## src/clkgen_config.svh

```systemverilog
// clock-enable generator parameters
`ifndef CLKGEN_CONFIG_SVH
`define CLKGEN_CONFIG_SVH

// ##############################
// channel bank
// ##############################
`define CLKGEN_NUM_CHAN 7

// cycles that locked stays low after reset or relock
`define CLKGEN_LOCK_CYCLES 16

// ##############################
// register port
// ##############################
`define CLKGEN_ADDR_W 7  // same as DADDR
`define CLKGEN_DATA_W 16 // same as DI / DO

// read-only status, bit 0 is locked
`define CLKGEN_STATUS_ADDR 7

`endif

```

## src/clkgen_pkg.sv

```systemverilog
// clock-enable generator types
`include "clkgen_config.svh"

package clkgen_pkg;

  // ##############################
  // channel setting
  // ##############################

  // one register word: div in the low byte, phase in the high byte
  typedef struct packed {
    logic [7:0] phase; // tick offset in cycles
    logic [7:0] div;   // divide value minus one
  } chan_cfg_t;

  // whole bank, register file to divider bank
  typedef chan_cfg_t [`CLKGEN_NUM_CHAN-1:0] chan_cfg_arr_t;

  // ##############################
  // register port
  // ##############################

  typedef struct packed {
    logic [`CLKGEN_ADDR_W-1:0] addr;
    logic                      we;    // write when high
    logic [`CLKGEN_DATA_W-1:0] wdata;
  } cfg_req_t;

  typedef struct packed {
    logic [`CLKGEN_DATA_W-1:0] rdata;
    logic                      err;   // bad address
  } cfg_resp_t;

endpackage

```

## src/rr_skid_buffer.sv

```systemverilog
// two-entry valid/ready buffer
module rr_skid_buffer #(
  parameter type payload_t = logic [7:0]
) (
  input  logic     CLKIN1,
  input  logic     reset,
  input  payload_t in_data,
  input  logic     in_valid,
  output logic     in_ready,
  output payload_t out_data,
  output logic     out_valid,
  input  logic     out_ready
);

  payload_t out_q;        // main entry, drives the output
  payload_t skid_q;       // second entry, catches a word during stall
  logic     out_valid_q;
  logic     skid_valid_q;
  logic     in_ready_q;
  logic     skid_valid_d;
  logic     in_fire;
  logic     out_free;

  assign in_fire  = in_valid & in_ready_q;
  assign out_free = out_ready | ~out_valid_q; // main entry drains or is empty

  always_comb
  begin
    skid_valid_d = skid_valid_q;
    if (out_free)
      skid_valid_d = 1'b0;       // skid word moves to main
    else if (in_fire)
      skid_valid_d = 1'b1;       // stalled, park the new word
  end

  always_ff @(posedge CLKIN1 or posedge reset)
  begin
    if (reset)
    begin
      out_valid_q  <= 1'b0;
      skid_valid_q <= 1'b0;
      in_ready_q   <= 1'b0;
    end
    else
    begin
      if (out_free)
        out_valid_q <= skid_valid_q | in_fire;
      skid_valid_q <= skid_valid_d;
      in_ready_q   <= ~skid_valid_d; // registered ready
    end
  end

  // payload path
  always_ff @(posedge CLKIN1)
  begin
    if (out_free && (skid_valid_q || in_fire))
      out_q <= skid_valid_q ? skid_q : in_data;
    if (!out_free && in_fire)
      skid_q <= in_data;
  end

  assign in_ready  = in_ready_q;
  assign out_data  = out_q;
  assign out_valid = out_valid_q;

endmodule

```

## src/cfg_reg_file.sv

```systemverilog
// channel setting registers
`include "clkgen_config.svh"

module cfg_reg_file (
  input  logic                     CLKIN1,
  input  logic                     reset,
  input  clkgen_pkg::cfg_req_t     req,
  input  logic                     req_valid,
  output logic                     req_ready,
  output clkgen_pkg::cfg_resp_t    resp,
  output logic                     resp_valid,
  input  logic                     resp_ready,
  input  logic                     locked,
  output clkgen_pkg::chan_cfg_arr_t chan_cfg,
  output logic                     relock
);

  localparam int SEL_W = $clog2(`CLKGEN_NUM_CHAN);

  clkgen_pkg::chan_cfg_arr_t chan_q;
  logic [SEL_W-1:0]          sel;
  logic                      take;
  logic                      is_chan;
  logic                      is_status;

  // ##############################
  // decode
  // ##############################

  // one request in, one response out, same cycle
  assign take      = req_valid & resp_ready;
  assign sel       = req.addr[SEL_W-1:0];
  assign is_chan   = req.addr < `CLKGEN_ADDR_W'(`CLKGEN_NUM_CHAN);
  assign is_status = req.addr == `CLKGEN_ADDR_W'(`CLKGEN_STATUS_ADDR);

  assign req_ready  = resp_ready;
  assign resp_valid = req_valid;
  assign relock     = take & req.we & is_chan; // any channel write relocks

  // ##############################
  // channel registers
  // ##############################

  always_ff @(posedge CLKIN1 or posedge reset)
  begin
    if (reset)
    begin
      // channel i starts at divide by 2**i
      for (int i = 0; i < `CLKGEN_NUM_CHAN; i++)
      begin
        chan_q[i].div   <= 8'((1 << i) - 1);
        chan_q[i].phase <= 8'd0;
      end
    end
    else if (take && req.we && is_chan)
    begin
      chan_q[sel] <= req.wdata;
    end
  end

  // ##############################
  // response
  // ##############################

  always_comb
  begin
    resp = '0;
    if (is_chan)
      resp.rdata = req.we ? req.wdata : chan_q[sel]; // write echoes new value
    else if (is_status)
      resp.rdata = `CLKGEN_DATA_W'(locked);           // writes here are dropped
    else
      resp.err = 1'b1;
  end

  assign chan_cfg = chan_q;

endmodule

```

## src/lock_monitor.sv

```systemverilog
// lock counter
`include "clkgen_config.svh"

module lock_monitor (
  input  logic CLKIN1,
  input  logic reset,
  input  logic relock,
  output logic locked
);

  localparam int LOCK_W = $clog2(`CLKGEN_LOCK_CYCLES + 1);

  logic [LOCK_W-1:0] count_q;

  // loaded on reset and on every relock, runs down to zero
  always_ff @(posedge CLKIN1 or posedge reset)
  begin
    if (reset)
    begin
      count_q <= LOCK_W'(`CLKGEN_LOCK_CYCLES);
    end
    else if (relock)
    begin
      count_q <= LOCK_W'(`CLKGEN_LOCK_CYCLES); // restart even mid-count
    end
    else if (!locked)
    begin
      count_q <= count_q - LOCK_W'(1);
    end
  end

  // low for exactly LOCK_CYCLES cycles after a load
  assign locked = (count_q == '0);

endmodule

```

## src/clk_div_bank.sv

```systemverilog
// divider bank with phase offsets
`include "clkgen_config.svh"

module clk_div_bank (
  input  logic                      CLKIN1,
  input  logic                      reset,
  input  logic                      locked,
  input  clkgen_pkg::chan_cfg_arr_t chan_cfg,
  output logic [`CLKGEN_NUM_CHAN-1:0] tick
);

  logic [7:0] cnt_q [`CLKGEN_NUM_CHAN];

  // ##############################
  // per-channel counters
  // ##############################

  genvar i;
  generate
    for (i = 0; i < `CLKGEN_NUM_CHAN; i++)
    begin : gen_chan
      logic wrap;

      assign wrap = (cnt_q[i] >= chan_cfg[i].div); // last cycle of the period

      always_ff @(posedge CLKIN1 or posedge reset)
      begin
        if (reset)
        begin
          cnt_q[i] <= 8'd0;
        end
        else if (!locked)
        begin
          cnt_q[i] <= 8'd0; // count starts at the first locked cycle
        end
        else if (wrap)
        begin
          cnt_q[i] <= 8'd0;
        end
        else
        begin
          cnt_q[i] <= cnt_q[i] + 8'd1;
        end
      end

      // one-cycle enable at the phase offset
      // phase above div never matches, so the channel stays quiet
      assign tick[i] = locked & (cnt_q[i] == chan_cfg[i].phase);
    end
  endgenerate

endmodule

```

## src/clkgen_top.sv

```systemverilog
// clock-enable generator top
`include "clkgen_config.svh"

module clkgen_top (
  input  logic                        CLKIN1,
  input  logic                        reset,
  input  clkgen_pkg::cfg_req_t        req,
  input  logic                        req_valid,
  output logic                        req_ready,
  output clkgen_pkg::cfg_resp_t       resp,
  output logic                        resp_valid,
  input  logic                        resp_ready,
  output logic [`CLKGEN_NUM_CHAN-1:0] tick,
  output logic                        locked
);

  clkgen_pkg::cfg_req_t      req_q;      // request buffer to register file
  logic                      req_q_valid;
  logic                      req_q_ready;
  clkgen_pkg::cfg_resp_t     resp_d;     // register file to response buffer
  logic                      resp_d_valid;
  logic                      resp_d_ready;
  clkgen_pkg::chan_cfg_arr_t chan_cfg;
  logic                      relock;

  // ##############################
  // input side
  // ##############################

  rr_skid_buffer #(
    .payload_t (clkgen_pkg::cfg_req_t)
  ) req_buf (
    .CLKIN1    (CLKIN1),
    .reset     (reset),
    .in_data   (req),
    .in_valid  (req_valid),
    .in_ready  (req_ready),
    .out_data  (req_q),
    .out_valid (req_q_valid),
    .out_ready (req_q_ready)
  );

  // ##############################
  // processing
  // ##############################

  cfg_reg_file cfg_reg_file_inst (
    .CLKIN1     (CLKIN1),
    .reset      (reset),
    .req        (req_q),
    .req_valid  (req_q_valid),
    .req_ready  (req_q_ready),
    .resp       (resp_d),
    .resp_valid (resp_d_valid),
    .resp_ready (resp_d_ready),
    .locked     (locked),
    .chan_cfg   (chan_cfg),
    .relock     (relock)
  );

  lock_monitor lock_monitor_inst (
    .CLKIN1 (CLKIN1),
    .reset  (reset),
    .relock (relock),
    .locked (locked)
  );

  clk_div_bank clk_div_bank_inst (
    .CLKIN1   (CLKIN1),
    .reset    (reset),
    .locked   (locked),
    .chan_cfg (chan_cfg),
    .tick     (tick)
  );

  // ##############################
  // output side
  // ##############################

  rr_skid_buffer #(
    .payload_t (clkgen_pkg::cfg_resp_t)
  ) resp_buf (
    .CLKIN1    (CLKIN1),
    .reset     (reset),
    .in_data   (resp_d),
    .in_valid  (resp_d_valid),
    .in_ready  (resp_d_ready),
    .out_data  (resp),
    .out_valid (resp_valid),
    .out_ready (resp_ready)
  );

endmodule

```

## config.mk

```make
export PLATFORM = sky130hd
export DESIGN_NAME = clkgen_top
export DESIGN_NICKNAME = d
export VERILOG_FILES = /design/src/clkgen_pkg.sv /design/src/rr_skid_buffer.sv /design/src/cfg_reg_file.sv /design/src/lock_monitor.sv /design/src/clk_div_bank.sv /design/src/clkgen_top.sv
export VERILOG_INCLUDE_DIRS = /design/src
export SDC_FILE = /design/constraint.sdc
export NUM_CORES = 1
export LEC_CHECK = 0
export ABC_AREA = 1
export BUFFER_PORTS_ARGS = -buffer_cell sky130_fd_sc_hd__buf_2
export CORE_ASPECT_RATIO = 1.5
export CORE_MARGIN = 5
export CORE_UTILIZATION = 25
export CTS_BUF_LIST = sky130_fd_sc_hd__clkbuf_8
export CTS_CLUSTER_SIZE = 10
export DETAILED_ROUTE_END_ITERATION = 10
export SLEW_MARGIN = 10
export SYNTH_ARGS = -nofsm -noshare
export SYNTH_HDL_FRONTEND = slang
export SYNTH_SLANG_ARGS = --single-unit
```

## constraint.sdc

```tcl
create_clock -name CLKIN1 -period 6.36 [get_ports CLKIN1]
set_input_delay 1.272 -clock CLKIN1 [delete_from_list [all_inputs] [get_ports CLKIN1]]
set_output_delay 1.272 -clock CLKIN1 [all_outputs]
set_load 0.05 [all_outputs]
```

## Word-level counts from Yosys, hierarchy flattened

Cells that the tools add are included.

| cells by class | value |
|---|---|
| reduce and logical (&&, ||, !) cells | 12 |
| mux-type cells | 32 |
| bitwise gates (word level) | 19 |
| order comparisons | 10 |
| add/subtract/negate cells | 8 |
| equal/unequal tests | 9 |

Operators by type and width:

| cell | count |
|---|---|
| $bwmux W112 | 1 |
| $mux W8 | 14 |
| $mux W16 | 4 |
| $add A8 B1 Y8 const B | 7 |
| $eq A8 B8 Y1 | 7 |
| $ge A8 B8 Y1 | 7 |
| $bmux W16 S3 | 1 |
| $demux W16 S3 | 1 |
| $mux W24 | 1 |
| $mux W17 | 1 |
| $and A1 B1 Y1 | 11 |
| $mux W5 | 2 |
| $eq A7 B3 Y1 const B | 1 |
| $logic_and A1 B1 Y1 | 7 |
| $lt A7 B3 Y1 const B | 1 |
| $mux W1 | 7 |
| $logic_not A5 Y1 | 1 |
| $sub A5 B1 Y5 const B | 1 |
| $lt A3 B4 Y1 const B | 1 |
| $not A1 Y1 | 4 |
| $or A1 B1 Y1 | 4 |
| $ge A3 B1 Y1 const B | 1 |
| $logic_not A1 Y1 | 2 |
| $logic_or A1 B1 Y1 | 2 |
| $ne A2 B2 Y1 const B | 1 |

| word-level totals | value |
|---|---|
| register bits | 261 |
| input bits | 28 |
| output and inout port bits | 27 |

## Logic depth before layout (Yosys ltp)

| depth | value |
|---|---|
| word-level depth | 5 |
| depth in mapped cells | 11 |

## Cells and area by module

From an unflattened synthesis, not the netlist that was laid out.

| unflattened totals | value |
|---|---|
| cells, all modules | 1,790 |
| area total of the unflattened synthesis | 14,450.1 um^2 |

Modules (own cells, without submodules):

| module | times used | area each (um^2) | cells each | sequential area each (um^2) |
|---|---|---|---|---|
| cfg_reg_file | 1 | 6,072.1 | 801 | 2,829.0 |
| clk_div_bank | 1 | 4,827.1 | 708 | 1,401.3 |
| rr_skid_buffer at req_buf | 1 | 1,891.8 | 141 | 1,516.5 |
| rr_skid_buffer at resp_buf | 1 | 1,390.1 | 105 | 1,096.1 |
| lock_monitor | 1 | 269.0 | 35 | 126.4 |

## Least setup slack after synthesis

Ideal clock, no wire load.

| path | value |
|---|---|
| kind | flip-flop to output port |
| start point | reg lock_monitor_inst.count_q[0] |
| end point | out tick[0] |
| data required time | 5.088 ns |
| arrival time | 2.523 ns |
| setup slack | 2.565 ns |
| stages on the path, launching flop included | 8 |
| buffers on the path | 1 |
| cells stage by stage | dfrtp_1 > inv_1 > ha_1 > nand3_1 > clkbuf_1 > nor2_1 > nand3_1 > nor4_1 |

| on the way | value |
|---|---|
| longest elaborated chain between the ends | 2 |

RTL lines:

| element | line | source |
|---|---|---|
| start, declared | lock_monitor.sv:13 | `logic [LOCK_W-1:0] count_q;` |
| start signal, assigned | lock_monitor.sv:20 | `` count_q <= LOCK_W'(`CLKGEN_LOCK_CYCLES); `` |
| start signal, assigned | lock_monitor.sv:24 | `` count_q <= LOCK_W'(`CLKGEN_LOCK_CYCLES); `` |
| start signal, assigned | lock_monitor.sv:28 | `count_q <= count_q - LOCK_W'(1);` |
| $logic_not A5 Y1 | lock_monitor.sv:33 | `assign locked = (count_q == '0);` |
| $and A1 B1 Y1 | clk_div_bank.sv:48 | `assign tick[i] = locked & (cnt_q[i] == chan_cfg[i].phase);` |
| end, declared | clkgen_top.sv:13 | `` output logic [`CLKGEN_NUM_CHAN-1:0] tick, `` |

Every way passes these cells.

## Worst setup path after layout

| path | value |
|---|---|
| start point | reg lock_monitor_inst.count_q[0] |
| end point | out tick[3] |

Same word-level chain as after synthesis.

==> metrics.txt <==
part of the power in combinational logic=0.249; static leakage=6.81 nW; pin count of the biggest net entering global routing=99; share of the yosys chip area belonging to registers=0.516; number of cells on the worst hold path=2; CTS tree=built; reported max-cap violation count=0; number of instances resized during post-cts repair=0; TritonCTS Buffers=44; relative slew slack=0.381; number of warning messages in the yosys log=0; global-route wire length before repair=61.3 mm; area of all placed cells without fillers=roughly 15,000 um^2; boundary pin count=55; clock sink total=261; Post-Syn Area per Cell=~8.7 um^2; router iterations before antenna repair=5; per-cell routed wire length=roughly 17 um; cell taking the most area after synthesis=dfrtp_1; clock slew at the register clock pins of the worst setup and hold paths=roughly 0.07 ns; final critical path time including I/O delays and setup=4.47 ns; RD Place Congestion=~0.88; unrepaired setup endpoints after global routing=no; sum of negative setup slack=0 ns; detailed-route vias per instance=4.66; depth of the worst register-to-register path=9; floorplan die area=around 59,000 um^2; Clock Tree Buf Depth=3; areal power density over the cells=around 320 nW/um^2; detailed-placement wirelength estimate=between 20 and 30 mm; effective utilization at floorplan=0.252; synthesized netlist net count=1,647; number of cells produced by synthesis=approximately 1,600; power share of the clock group=0.305; horizontal extent of the die=approximately 200 um; area of the mapped netlist=approximately 14,000 um^2; placed cells=between 2,000 and 2,500; worst-path maximum fanout=29; clock insertion delay at the later pin of the skew report=around 0.61 ns; Post-Place Cell Area=about 14,000 um^2; critical path type=register to output port; fraction of post-synthesis cell area in the top cell type by area=0.291; Rows=about 100; Yosys reg bits=261; sw power=1.79 mW; count of non-filler cells in the finished layout=~2,300; final count of negative-setup-slack endpoints=0; switching fraction of total power=0.369; endpoints failing hold=0; quantity of hold-fixing buffers added after cts=0; ratio of cells with drive above 1 in the final layout=0.111; required time at the endpoint of the critical path=between 5 and 6 ns; sequential fraction of design power=0.446; Crit. End Element=output port; clk root buf=clkbuf_8; Chip Height=just under 300 um; maximum frequency from static timing analysis=approximately 0.22 GHz; area overhead of the layout relative to synthesis=13.4%; number of antenna violations at the first check in global routing=1; remaining routing DRC violations=0; part of the cycle the worst path needs=0.702; internal portion of total power=3.06 mW; all-layer global routing usage=0.134; core area=~54,000 um^2; Post CTS Setup Buffer Count=0; element type at the critical path start=register; Final Slew Violations=0; HP Class=register to register; number of global-route vias before repair=roughly 11,000; total number of vias=10,900; hold_ws=0.489 ns; outcome=completed; maximum level of the CTS H-tree=2; port bufs=54; Max Clock Skew=around 0.041 ns; net count of the finished layout=~1,700; grt total ovfl=0; Total Power=roughly 4.9 mW; WP data arrival=3.19 ns; number of library cell types mapped by synthesis=38; top area cells in the synthesized netlist=dfrtp_1, edfxtp_1, nand2_1; Total Routed Length=roughly 40 mm; DRT iter0 DRCs=690; worst voltage drop across the vdd grid=about 180 uV; Post-DRT Antenna Nets=0; worst-margin pin slew=0.929 ns
per-stage QoR:
step / setup slack, ns / util
finish: 1.89 / 0.286
global route: 1.75 / 0.286
CTS: 1.82 / 0.286
global placement: 2.54 / 0.270
detailed placement: 2.48 / 0.270
floorplan: 0.266 / -
Yosys cell counts:
cell and n:
clkinv_1 1, nor3_1 9, nand3_1 111, o21bai_1 7, buf_4 3, a21boi_1 5
dfstp_2 22, a21oi_1 42, clkbuf_2 2, edfxtp_1 82, inv_2 7, nand4_2 1
or2_2 19, inv_1 174, a211oi_1 1, buf_2 23, a41oi_1 6, nand4_1 18
xor2_1 27, nor4_1 5, clkbuf_1 24, xnor2_1 33, o211ai_1 23, a21boi_0 5
o22ai_1 7, nor2_2 1, a31oi_1 1, and2_1 5, dfrtp_1 157, nand3_2 5
and3_1 1, nor2_4 2, nand2_2 1, nor2_1 128, ha_1 65, o21ai_1 11
nand2_1 380, o21ai_0 140
per-layer routing:
metal | vias to the layer above | track usage | wire length [um]
met2 | 361 | 0.231 | 19700
met3 | 154 | 0.0201 | 1790
li1 | 5232 | - | -
met1 | 5123 | 0.149 | 15300
met5 | - | 0 | 0
met4 | 0 | 0.0915 | 2960
path summary, 6_finish.rpt:
| check | slack [ns] | from | endpoint |
|---|---|---|---|
| min in group asynchronous | 0.85 | reset | clk_div_bank_inst.cnt_q[11]$_DFF_PP0_ |
| min | 0.49 | cfg_reg_file_inst.chan_cfg[19]$_DFFE_PP0P_ | cfg_reg_file_inst.chan_cfg[19]$_DFFE_PP0P_ |
| max in group asynchronous | 4.33 | reset | cfg_reg_file_inst.chan_cfg[104]$_DFFE_PP0P_ |
| min reg2reg | 0.49 | cfg_reg_file_inst.chan_cfg[19]$_DFFE_PP0P_ | cfg_reg_file_inst.chan_cfg[19]$_DFFE_PP0P_ |
| max reg2reg | 3.33 | lock_monitor_inst.count_q[0]$_DFFE_PP0P_ | resp_buf.out_data[1]$_DFFE_PP_ |
| max | 1.89 | lock_monitor_inst.count_q[0]$_DFFE_PP0P_ | tick[3] |
cells by family (layout without fill, tap and decap cells):
| family | count (synthesis) | count (layout) | synth area share |
|---|---|---|---|
| compound gates | 248 | 248 | 0.102 |
| xor+xnor | 60 | 60 | 0.0389 |
| fa+ha+maj | 65 | 65 | 0.0602 |
| buf+inv | 234 | 324 | 0.0682 |
| flops | 261 | 261 | 0.516 |
| other cells | 0 | 2 | 0 |
| simple gates | 686 | 686 | 0.215 |
worst max-delay path, stage by stage (launching register included):
cell and delay, ns:
dfrtp_1 0.40, inv_1 0.11, ha_1 0.16, nand3_1 0.51, inv_2 0.76, nand4_1 0.17, nor2_1 0.18, buf_2 0.29
power by group through the flow:
| stage | logic [mW] | clock network, mW | registers, mW |
|---|---|---|---|
| global placement | 1.18 | 0 | 2.19 |
| CTS | 1.21 | 1.52 | 2.16 |
| floorplan | 0.733 | 0 | 2.25 |
| finish | 1.21 | 1.48 | 2.16 |
| global route | 1.33 | 1.59 | 2.19 |
| detailed placement | 1.21 | 0 | 2.19 |
area by class of cell:
type,count,area [um^2]
timing repair buffer,60,315
fill,5753,38300
sequential,261,6970
inverter,182,688
multi-input combinational,1059,5620
clock inverter,30,144
clock buffer,52,716
tap,689,862
antenna,2,5.00
sequential cells by signal, indices dropped and copies added, names as in the netlist:
name,flops
cfg_reg_file_inst.chan_cfg,112
clk_div_bank_inst.cnt_q,56
req_buf.out_data,24
req_buf.skid_q,24
resp_buf.out_data,17
resp_buf.skid_q,17
lock_monitor_inst.count_q,5
req_buf.in_ready,1
req_buf.out_valid,1
req_buf.skid_valid_q,1
resp_buf.in_ready,1
resp_buf.out_valid,1
resp_buf.skid_valid_q,1
placed cells by master (no fill, tap or decap), drive strengths merged, types with 11 or more instances in the layout:
cell type | netlist | final
a21oi | 42 | 42
buf | 26 | 60
clkbuf | 26 | 52
clkinv | 1 | 11
dfrtp | 157 | 157
dfstp | 22 | 22
edfxtp | 82 | 82
ha | 65 | 65
inv | 181 | 199
nand2 | 381 | 381
nand3 | 116 | 116
nand4 | 19 | 19
nor2 | 131 | 131
o211ai | 23 | 23
o21ai | 151 | 151
or2 | 19 | 19
xnor2 | 33 | 33
xor2 | 27 | 27
Power figures use the tool's default switching activity.
